--- src/rtl/rv_pkg.sv ---
package rv_pkg;

    localparam int XLEN = 32;

    typedef logic [XLEN-1:0] word_t;
    typedef logic [XLEN-1:0] addr_t;   // Instruction address, ALEN == XLEN.
    typedef logic [4:0]      reg_idx_t;
    typedef logic [11:0]     csr_addr_t;
    typedef logic [31:0]     instr_t;

    // ########################################
    // SYSTEM opcode encodings
    // ########################################

    localparam logic [6:0] OPC_SYSTEM   = 7'b1110011;
    localparam instr_t     INSTR_ECALL  = 32'h0000_0073;
    localparam instr_t     INSTR_EBREAK = 32'h0010_0073;

    typedef enum logic [2:0] {
        CSRRW  = 3'b001,
        CSRRS  = 3'b010,
        CSRRC  = 3'b011,
        CSRRWI = 3'b101,
        CSRRSI = 3'b110,
        CSRRCI = 3'b111
    } csr_funct3_e;

    typedef enum logic [1:0] {
        CSR     = 2'd0,
        ECALL   = 2'd1,
        EBREAK  = 2'd2,
        ILLEGAL = 2'd3
    } sys_op_e;

    typedef struct packed {
        csr_addr_t   addr;
        csr_funct3_e funct3;
        reg_idx_t    rd;
        reg_idx_t    rs1_uimm;   // rs1 index, or the uimm for the I forms.
    } csr_req_t;

    // ########################################
    // Machine CSR addresses
    // ########################################

    localparam csr_addr_t CSR_MTVEC     = 12'h305;
    localparam csr_addr_t CSR_MSCRATCH  = 12'h340;
    localparam csr_addr_t CSR_MEPC      = 12'h341;
    localparam csr_addr_t CSR_MCAUSE    = 12'h342;
    localparam csr_addr_t CSR_MTVAL     = 12'h343;
    localparam csr_addr_t CSR_MCYCLE    = 12'hB00;
    localparam csr_addr_t CSR_MINSTRET  = 12'hB02;
    localparam csr_addr_t CSR_CYCLE     = 12'hC00;
    localparam csr_addr_t CSR_TIME      = 12'hC01;
    localparam csr_addr_t CSR_INSTRET   = 12'hC02;
    localparam csr_addr_t CSR_MVENDORID = 12'hF11;
    localparam csr_addr_t CSR_MARCHID   = 12'hF12;
    localparam csr_addr_t CSR_MIMPID    = 12'hF13;
    localparam csr_addr_t CSR_MHARTID   = 12'hF14;

endpackage

--- src/rtl/trap_pkg.sv ---
package trap_pkg;

    import rv_pkg::*;

    // Exception codes, mcause with interrupt bit clear.
    typedef enum logic [3:0] {
        ILLEGAL_INSTR = 4'd2,
        BREAKPOINT    = 4'd3,
        ECALL_M       = 4'd11
    } trap_cause_e;

    // ########################################
    // Trap record and fetch redirect
    // ########################################

    typedef struct packed {
        trap_cause_e cause;   // To mcause.
        addr_t       epc;     // To mepc.
        word_t       tval;    // To mtval.
    } trap_rec_t;

    typedef struct packed {
        logic  valid;
        addr_t pc;
    } redirect_t;

endpackage

--- src/rtl/csr_system.sv ---
`timescale 1ns/100ps

module csr_system
    import rv_pkg::*;
    import trap_pkg::*;
#(
    parameter word_t MVENDORID = '0,
    parameter word_t MARCHID   = '0,
    parameter word_t MIMPID    = '0
) (
    input  logic      clk,
    input  logic      rst,

    input  logic      instr_valid,
    input  instr_t    instr,
    input  addr_t     pc,

    output logic      wb_valid,
    output reg_idx_t  wb_rd,
    output word_t     wb_data,
    output logic      trap_valid,
    output trap_rec_t trap_rec,
    output redirect_t redirect,
    output logic      retired
);

    sys_op_e   op;
    csr_req_t  req;
    word_t     rs1_data;
    logic      csr_valid;
    logic      csr_exc;
    word_t     csr_rdata;
    word_t     mtvec;
    logic      trap_take;
    trap_rec_t trap_rec_c;
    logic      rf_we;
    logic      inst_retired;

    assign csr_valid    = instr_valid && op == CSR;
    assign inst_retired = instr_valid && !trap_take;
    assign rf_we        = csr_valid && !trap_take && req.rd != '0;

    // ########################################
    // Datapath
    // ########################################

    sys_decode u_sys_decode (
        .instr (instr),
        .op    (op),
        .req   (req)
    );

    regfile u_regfile (
        .clk   (clk),
        .rst   (rst),
        .raddr (req.rs1_uimm),
        .rdata (rs1_data),
        .we    (rf_we),
        .waddr (req.rd),
        .wdata (csr_rdata)      // Old CSR value goes to rd.
    );

    csrs #(
        .MVENDORID (MVENDORID),
        .MARCHID   (MARCHID),
        .MIMPID    (MIMPID)
    ) u_csrs (
        .clk          (clk),
        .rst          (rst),
        .valid        (csr_valid),
        .req          (req),
        .rs1_data     (rs1_data),
        .csr_exc      (csr_exc),
        .rdata        (csr_rdata),
        .inst_retired (inst_retired),
        .trap_take    (trap_take),
        .trap_rec     (trap_rec_c),
        .mtvec        (mtvec)
    );

    trap_ctrl u_trap_ctrl (
        .valid     (instr_valid),
        .op        (op),
        .csr_exc   (csr_exc),
        .pc        (pc),
        .instr     (instr),
        .trap_take (trap_take),
        .trap_rec  (trap_rec_c)
    );

    // ########################################
    // Output stage
    // ########################################

    always_ff @(posedge clk) begin
        wb_rd       <= req.rd;
        wb_data     <= csr_rdata;
        trap_rec    <= trap_rec_c;
        redirect.pc <= mtvec;           // mtvec as seen in the strobe cycle.
        if (rst) begin
            wb_valid       <= 1'b0;
            trap_valid     <= 1'b0;
            redirect.valid <= 1'b0;
            retired        <= 1'b0;
        end else begin
            wb_valid       <= rf_we;
            trap_valid     <= trap_take;
            redirect.valid <= trap_take;
            retired        <= inst_retired;
        end
    end

endmodule

--- src/rtl/csrs.sv ---
`timescale 1ns/100ps

module csrs
    import rv_pkg::*;
    import trap_pkg::*;
#(
    parameter word_t MVENDORID = '0,
    parameter word_t MARCHID   = '0,
    parameter word_t MIMPID    = '0
) (
    input  logic      clk,
    input  logic      rst,

    input  logic      valid,
    input  csr_req_t  req,
    input  word_t     rs1_data,
    output logic      csr_exc,
    output word_t     rdata,

    input  logic      inst_retired,

    input  logic      trap_take,
    input  trap_rec_t trap_rec,

    output word_t     mtvec
);

    localparam word_t MTVEC_MASK = ~word_t'(2);   // Bit 1 reserved, direct/vectored only.
    localparam word_t MEPC_MASK  = ~word_t'(1);

    word_t mtvec_q;
    word_t mscratch_q;
    word_t mepc_q;
    word_t mcause_q;
    word_t mtval_q;
    word_t mcycle_q;
    word_t minstret_q;

    logic  bad_addr;
    logic  read_only;
    logic  is_write;
    logic  do_write;
    word_t operand;
    word_t wdata;

    assign mtvec = mtvec_q;

    // ########################################
    // Access checks
    // ########################################

    assign read_only = req.addr[11:10] == 2'b11;

    // Set and clear with a zero source never write, so they may read read-only CSRs.
    assign is_write = (req.funct3 == CSRRW) || (req.funct3 == CSRRWI) || (req.rs1_uimm != '0);

    assign csr_exc  = bad_addr || (is_write && read_only);
    assign do_write = valid && is_write && !csr_exc;

    // ########################################
    // Read side
    // ########################################

    always_comb begin
        bad_addr = 1'b0;
        rdata    = '0;
        case (req.addr)
            CSR_MTVEC:     rdata = mtvec_q;
            CSR_MSCRATCH:  rdata = mscratch_q;
            CSR_MEPC:      rdata = mepc_q;
            CSR_MCAUSE:    rdata = mcause_q;
            CSR_MTVAL:     rdata = mtval_q;
            CSR_MCYCLE:    rdata = mcycle_q;
            CSR_MINSTRET:  rdata = minstret_q;
            CSR_CYCLE:     rdata = mcycle_q;     // User aliases.
            CSR_TIME:      rdata = mcycle_q;
            CSR_INSTRET:   rdata = minstret_q;
            CSR_MVENDORID: rdata = MVENDORID;
            CSR_MARCHID:   rdata = MARCHID;
            CSR_MIMPID:    rdata = MIMPID;
            CSR_MHARTID:   rdata = '0;           // Single hart.
            default:       bad_addr = 1'b1;
        endcase
    end

    // ########################################
    // Write data
    // ########################################

    assign operand = req.funct3[2] ? word_t'(req.rs1_uimm) : rs1_data;

    always_comb begin
        case (req.funct3)
            CSRRS, CSRRSI: wdata = rdata | operand;
            CSRRC, CSRRCI: wdata = rdata & ~operand;
            default:       wdata = operand;
        endcase
    end

    // ########################################
    // Register update
    // ########################################

    always_ff @(posedge clk) begin
        if (rst) begin
            mtvec_q    <= '0;
            mscratch_q <= '0;
            mepc_q     <= '0;
            mcause_q   <= '0;
            mtval_q    <= '0;
            mcycle_q   <= '0;
            minstret_q <= '0;
        end else begin
            mcycle_q <= mcycle_q + 1'b1;
            if (inst_retired) begin
                minstret_q <= minstret_q + 1'b1;
            end

            // An explicit write wins over the counter increment.
            if (do_write) begin
                case (req.addr)
                    CSR_MTVEC:    mtvec_q    <= wdata & MTVEC_MASK;
                    CSR_MSCRATCH: mscratch_q <= wdata;
                    CSR_MEPC:     mepc_q     <= wdata & MEPC_MASK;
                    CSR_MCAUSE:   mcause_q   <= wdata;
                    CSR_MTVAL:    mtval_q    <= wdata;
                    CSR_MCYCLE:   mcycle_q   <= wdata;
                    CSR_MINSTRET: minstret_q <= wdata;
                    default: ;
                endcase
            end

            if (trap_take) begin
                mcause_q <= word_t'(trap_rec.cause);
                mepc_q   <= trap_rec.epc & MEPC_MASK;
                mtval_q  <= trap_rec.tval;
            end
        end
    end

endmodule

--- src/rtl/regfile.sv ---
`timescale 1ns/100ps

module regfile
    import rv_pkg::*;
(
    input  logic     clk,
    input  logic     rst,
    input  reg_idx_t raddr,
    output word_t    rdata,
    input  logic     we,
    input  reg_idx_t waddr,
    input  word_t    wdata
);

    word_t regs [1:31];   // No storage behind x0.

    assign rdata = (raddr == '0) ? '0 : regs[raddr];

    always_ff @(posedge clk) begin
        if (rst) begin
            for (int i = 1; i < 32; i++) begin
                regs[i] <= '0;
            end
        end else if (we && waddr != '0) begin
            regs[waddr] <= wdata;
        end
    end

endmodule

--- src/rtl/sys_decode.sv ---
`timescale 1ns/100ps

module sys_decode
    import rv_pkg::*;
(
    input  instr_t   instr,
    output sys_op_e  op,
    output csr_req_t req
);

    logic [6:0] opcode;
    logic [2:0] funct3;

    assign opcode = instr[6:0];
    assign funct3 = instr[14:12];

    // ########################################
    // CSR request fields
    // ########################################

    // Fields are passed on for every word, op says whether they mean anything.
    always_comb begin
        req.addr     = instr[31:20];
        req.funct3   = csr_funct3_e'(funct3);
        req.rd       = instr[11:7];
        req.rs1_uimm = instr[19:15];
    end

    // ########################################
    // Instruction kind
    // ########################################

    always_comb begin
        if (opcode != OPC_SYSTEM) begin
            op = ILLEGAL;
        end else if (funct3 == 3'b000) begin
            if (instr == INSTR_ECALL) begin
                op = ECALL;
            end else if (instr == INSTR_EBREAK) begin
                op = EBREAK;
            end else begin
                op = ILLEGAL;             // mret, wfi and friends.
            end
        end else if (funct3 == 3'b100) begin
            op = ILLEGAL;                 // Reserved funct3.
        end else begin
            op = CSR;
        end
    end

endmodule

--- src/rtl/trap_ctrl.sv ---
`timescale 1ns/100ps

module trap_ctrl
    import rv_pkg::*;
    import trap_pkg::*;
(
    input  logic      valid,
    input  sys_op_e   op,
    input  logic      csr_exc,
    input  addr_t     pc,
    input  instr_t    instr,
    output logic      trap_take,
    output trap_rec_t trap_rec
);

    logic illegal;
    logic env_call;

    // csr_exc means nothing unless the word really is a CSR access.
    assign illegal  = (op == ILLEGAL) || (op == CSR && csr_exc);
    assign env_call = (op == ECALL) || (op == EBREAK);

    assign trap_take = valid && (illegal || env_call);

    // ########################################
    // Trap record
    // ########################################

    always_comb begin
        trap_rec.epc = pc;
        if (illegal) begin
            trap_rec.cause = ILLEGAL_INSTR;
            trap_rec.tval  = instr;       // Faulting word.
        end else if (op == ECALL) begin
            trap_rec.cause = ECALL_M;
            trap_rec.tval  = '0;
        end else begin
            trap_rec.cause = BREAKPOINT;
            trap_rec.tval  = '0;
        end
    end

endmodule

--- config.mk ---
export PLATFORM = sky130hd
export DESIGN_NAME = csr_system
export DESIGN_NICKNAME = d
export VERILOG_FILES = /design/src/rtl/rv_pkg.sv /design/src/rtl/trap_pkg.sv /design/src/rtl/csr_system.sv /design/src/rtl/csrs.sv /design/src/rtl/regfile.sv /design/src/rtl/sys_decode.sv /design/src/rtl/trap_ctrl.sv
export SDC_FILE = /design/constraint.sdc
export NUM_CORES = 2
export LEC_CHECK = 0
export BUFFER_PORTS_ARGS = -buffer_cell sky130_fd_sc_hd__buf_2
export CAP_MARGIN = 30
export CORE_MARGIN = 1
export CORE_UTILIZATION = 59
export CTS_BUF_LIST = sky130_fd_sc_hd__clkbuf_2 sky130_fd_sc_hd__clkbuf_4 sky130_fd_sc_hd__clkbuf_8
export DETAILED_ROUTE_END_ITERATION = 10
export PLACE_DENSITY = 0.84
export SETUP_SLACK_MARGIN = 0.3
export SYNTH_ARGS = -nofsm -noshare
export SYNTH_HDL_FRONTEND = slang
export SYNTH_SLANG_ARGS = --single-unit
export TNS_END_PERCENT = 20
--- constraint.sdc ---
create_clock -name clk -period 10.1 [get_ports clk]
set_input_delay 2.02 -clock clk [delete_from_list [all_inputs] [get_ports clk]]
set_output_delay 2.02 -clock clk [all_outputs]
set_load 0.02 [all_outputs]
* After elaboration in Yosys (flattened, before gate mapping)
Memories as Yosys holds them, arrays and structs flattened.
Index checks and enable logic that the tools add are counted.
** Operators by class
- Multiplexer cells :: 35
- Bitwise gates (word level) :: 3
- Reductions and logical operators :: 40
- Eq/ne operators :: 28
- Add/sub/neg operators :: 2
** Operators by type and width (count)
- 2-to-1 mux 32 bit :: 15
- case mux 32 bit (7 select lines) :: 1
- equality test 12 bit, second input constant :: 9
- adder 32 x 1 -> 32 bit, second input constant :: 2
- case mux 32 bit (2 select lines) :: 1
- equality test 12 x 10 -> 1 bit, second input constant :: 5
- bitwise AND 32 bit :: 1
- equality test 32 x 21 -> 1 bit, second input constant :: 1
- equality test 32 x 7 -> 1 bit, second input constant :: 1
- NOT 32 bit :: 1
- bitwise OR 32 bit :: 1
- OR reduction 32 bit :: 1
- 2-to-1 mux 4 bit :: 5
- OR reduction 14 bit :: 1
- equality test 3 bit, second input constant :: 4
- AND reduction 2 bit :: 6
- logical AND 1 bit :: 10
- nonzero test 5 bit :: 2
- 2-to-1 mux 1 bit :: 8
- 2-to-1 mux 2 bit :: 4
- nonzero test 2 bit :: 4
- OR reduction 2 bit :: 4
- != test 7 bit, second input constant :: 1
- equality test 2 bit, second input constant :: 3
- other kinds (10) :: 17
** Storage, ports and cells
- Bits in registers :: 361
- Logic and storage cells :: 126
- Output and inout port bits :: 141
- Input bits :: 67
- Memories kept :: 1
- Bits in writable memories :: 992
** Memories
- u_regfile.regs :: words 31, width 32, rd ports 1, clocked after memory_dff 0, wr ports 31, line regfile.sv:15 : word_t regs [1:31];

* Depth between registers and ports, before layout
- Word-level depth :: 19
- Gate-level depth with buffers :: 20
- Depth with buffers taken out :: 14

* By module
A second synthesis with hierarchy kept.
** Unflattened totals
- Cells, all modules :: 4727
- Area total of the unflattened synthesis :: 62777.7 um2
** By module, submodules not included
- regfile :: seq. area each 30749.5 um2, area each 46532.1 um2, instances 1, cells an instance 2951
- csrs :: seq. area each 4444.3 um2, area each 12510.7 um2, instances 1, cells an instance 1507
- csr_system :: seq. area each 2802.7 um2, area each 2872.8 um2, instances 1, cells an instance 150
- trap_ctrl :: seq. area each 0.0 um2, area each 569.3 um2, instances 1, cells an instance 79
- sys_decode :: seq. area each 0.0 um2, area each 292.8 um2, instances 1, cells an instance 40

* Least setup slack after synthesis
No wires, ideal clock.
- Path type :: in2reg
- From :: input port instr[15]
- To :: memory u_regfile.regs[1][0] (netlist bit) (enable)
- Setup slack :: 3.806 ns
- Buffers on the path :: 7
- Arrival time :: 5.905 ns
- Library setup time :: 0.389 ns
- Required time :: 9.711 ns
- Stages on the path :: 18
- Cell sequence :: buf_2 buf_4 buf_4 buf_2 buf_2 nor4_1 nand4_1 o21ai_0 nand2_1 inv_1 ha_1 and2_1 clkbuf_1 nand2_1 nor3_1 nand3_1 clkbuf_1 nand2_1
** RTL lines
- start: declaration :: line csr_system.sv:15 : input instr_t instr,
- end: declaration :: line regfile.sv:15

==> flow_metrics.tcl <==
set metrics [dict create \
    vias 43328 \
    final_util_pct 66.90 \
    finalNetCount 4922 \
    numCtsBuffers 210 \
    grt_pass1_vias 41142 \
    combPwrFrac_pct 6.7 \
    htree_levels 4 \
    rsz0062_at_grt "false" \
    ys_types 87 \
    seq_power_share_pct 52.6 \
    fillers 6574 \
    cts_hold_buf 0 \
    power.density_nw_per_um2 181.3 \
    numPortBuffers 204 \
    drc 0 \
    cts_tree "built" \
    setup_viol 0 \
    wl_met2_mm 82.01 \
    cts_resized 0 \
    drv_cap 0 \
    drive_gt1_share_pct 20.60 \
    grt_use_total_pct 36.86 \
    clkTransAtPathRegs_ns 0.07 \
    ys_seq_area_share_pct 64.17 \
    grt_max_degree 94 \
    yosys_warnings 0 \
    routed-wl-met3_mm 30.99 \
    cp.arrival_ns 7.66 \
    dp_hpwl_mm 121.0 \
    fp.dieH_microns 318.5 \
    max_freq_mhz 142.6 \
    start_util_pct 59.80 \
    fp.dieW_microns 318.5 \
    clockBufferDepth 3 \
    hold_class "flop to flop" \
    status "finished, final reports clean" \
    antenna_found_initial 11 \
    synth_edf_count 1024 \
    drt_iter0_markers 7656 \
    ir_drop_v 0.0001438 \
    fp.coreArea_sq_um 98850 \
    syn-cell-area_sq_um 59120 \
    p_int_mw 9.105 \
    final_antenna_net_count 0 \
    ios 208 \
    firstDrtPassIters 7 \
    required_ns 10.75 \
    worstPathMaxFanout 44 \
    finalHoldViolCount 0 \
    start_kind "input pin" \
    ys.flop_type "edfxtp_1" \
    switching_power_mw 2.888 \
    final.period_utilization_pct 69.45 \
    relSlewSlack_pct 21.46 \
    synth_cells 4660 \
    cts-root-buf "clkbuf_8" \
    post-place-ws_ns 2.379 \
    finClkSkew_ns 0.06484 \
    async_reset_ff_share_pct 0 \
    highest_layer "met5" \
    grt_pass1_wl_mm 272.5 \
    drt_wl_total_mm 189.2 \
    place.gp.congestion 1.026 \
    dieArea_sq_um 101500 \
    final.min_clock_period_ns 7.015 \
    row_count 115 \
    tns_ns 0 \
    p_sw_share_pct 24.08 \
    worstSetupPathType "input pin to flop" \
    setup_slack_ns 3.085 \
    clkPwrFrac_pct 40.8 \
    clock_sinks 1383 \
    design_power_total_mw 11.99 \
    drv_slew 0 \
    worst_slew_pin_slew_ns 1.145 \
    wl_per_cell_microns 29.91 \
    avgSynthCellArea_sq_um 12.69 \
    endpoint_kind "flop" \
    wl_met1_mm 62.83 \
    post-cts-setup-buffers 0 \
    gr-total-overflow 0 \
    ys_seq_elements 1383 \
    clk_latency_ns 0.96 \
    vias_per_cell 6.851 \
    syn_to_final_growth_pct 11.87 \
    leakagePower_nw 23.37 \
]
cells in the final DEF, fill, tap and decap left out, types with 36 or more instances in the layout:
| master | n |
|---|---|
| a211oi_1 | 66 |
| a21oi_1 | 93 |
| a221oi_1 | 36 |
| a22oi_1 | 76 |
| buf_2 | 208 |
| buf_4 | 164 |
| clkbuf_4 | 60 |
| clkbuf_8 | 231 |
| clkinv_1 | 47 |
| dfxtp_1 | 359 |
| edfxtp_1 | 1024 |
| inv_1 | 48 |
| mux2_2 | 64 |
| mux2i_1 | 181 |
| mux4_2 | 179 |
| nand2_1 | 169 |
| nand3_1 | 58 |
| nor2_1 | 1099 |
| nor2b_1 | 37 |
| o21ai_0 | 52 |
| o221ai_1 | 56 |
| o22ai_1 | 45 |
| o31ai_1 | 44 |
| xnor2_1 | 42 |
path summary, 6_finish.rpt:
check | from | to | slack (ns) | cells past startpoint
max reg2reg | u_regfile.regs[30][1]$_SDFFCE_PN0P_ | u_csrs.minstret_q[1]$_SDFF_PP0_ | 6.54 | 7
min | u_csrs.mtvec[26]$_SDFFE_PP0P_ | redirect[26]$_DFF_P_ | 0.37 | 0
min reg2reg | u_csrs.mtvec[26]$_SDFFE_PP0P_ | redirect[26]$_DFF_P_ | 0.37 | 0
max | instr[16] | u_regfile.regs[9][1]$_SDFFCE_PN0P_ | 3.09 | 17
metal layers:
metal / up-vias / global-route usage [%]
li1: 17591 / -
met1: 20945 / 47.19
met2: 4022 / 53.48
met3: 756 / 13.56
met4: 14 / 22.76
met5: - / 0
power by group through the flow:
stage	combinational [mW]	sequential, mW	clock, mW
after floorplan	0.438	6.42	0
after global placement	0.742	6.41	0
after detailed placement	0.756	6.42	0
after CTS	0.761	6.30	4.88
after global routing	0.806	6.31	5.12
final	0.798	6.31	4.89
sequential cells by signal, indices dropped and copies added, names as in the netlist:
signal and count:
u_csrs.mscratch_q 32, wb_data 32, u_csrs.mcause_q 32, u_csrs.mtval_q 32, u_csrs.mtvec 31, wb_rd 5
u_csrs.mcycle_q 32, redirect 32, wb_valid 1, u_csrs.minstret_q 32, trap_rec 66, u_regfile.regs 1024
retired 1, u_csrs.mepc_q 31
worst max-delay path, stage by stage:
cell      delay [ns]
buf_6           0.20
or3_2           0.57
nor4_1          0.42
buf_2           0.29
nand4_1         0.12
o21ai_0         0.19
nand2_1         0.10
inv_1           0.12
ha_1            0.24
inv_1           0.13
a21boi_0        0.61
nand2_2         0.58
buf_4           0.47
nand4_1         0.19
buf_4           0.37
nand2_1         0.52
buf_4           0.42
through the flow:
step                      cell area, sq um  instances  hold WS (ns)
after CTS                            66120       6320        0.3747
after floorplan                      59240       4693        0.3432
final                                66130       6324        0.3748
after global routing                 66130       6322        0.3752
after detailed placement             61640       5924        0.3657
after global placement               61540       5913        0.3705
synth_stat cells, types with 48 or more instances:
master / instances / share of area, %
mux2_2: 64 / 1.2
edfxtp_1: 1024 / 52
dfxtp_1: 359 / 12
nor2_1: 1105 / 7.0
a211oi_1: 68 / 0.86
clkbuf_1: 256 / 1.6
nand2_1: 170 / 1.1
mux2i_1: 181 / 3.1
inv_1: 48 / 0.30
o21ai_0: 52 / 0.44
mux4_2: 179 / 6.8
a21oi_1: 94 / 0.80
o221ai_1: 56 / 0.83
nand3_1: 58 / 0.49
a22oi_1: 76 / 0.97
buf_2: 139 / 1.2
layout make-up:
class	instances	area [sq um]	share of cell area, %
clock buffers	291	3630	5.489
flip-flops and latches	1383	37940	57.37
clock inverters	105	850.8	1.287
inverters	51	191.4	0.2895
repair buffers	380	2404	3.635
multi-input cells	2824	19500	29.49
well taps	1287	1610	2.435
diodes	3	7.507	0.01135
kinds of logic (layout without fill, tap and decap cells):
family	after synthesis	after routing	synth area share (%)
other	2	38	0.01270
adders and majority gates	5	5	0.1058
DFF	1383	1383	64.17
buffers and inverters	486	827	3.541
xor gates and xnor gates	59	59	0.8741
AOI/OAI and AO/OA	696	696	8.601
muxes	424	424	11.10
and+or+nand+nor	1605	1605	11.59
Power figures use the tool's default switching activity.
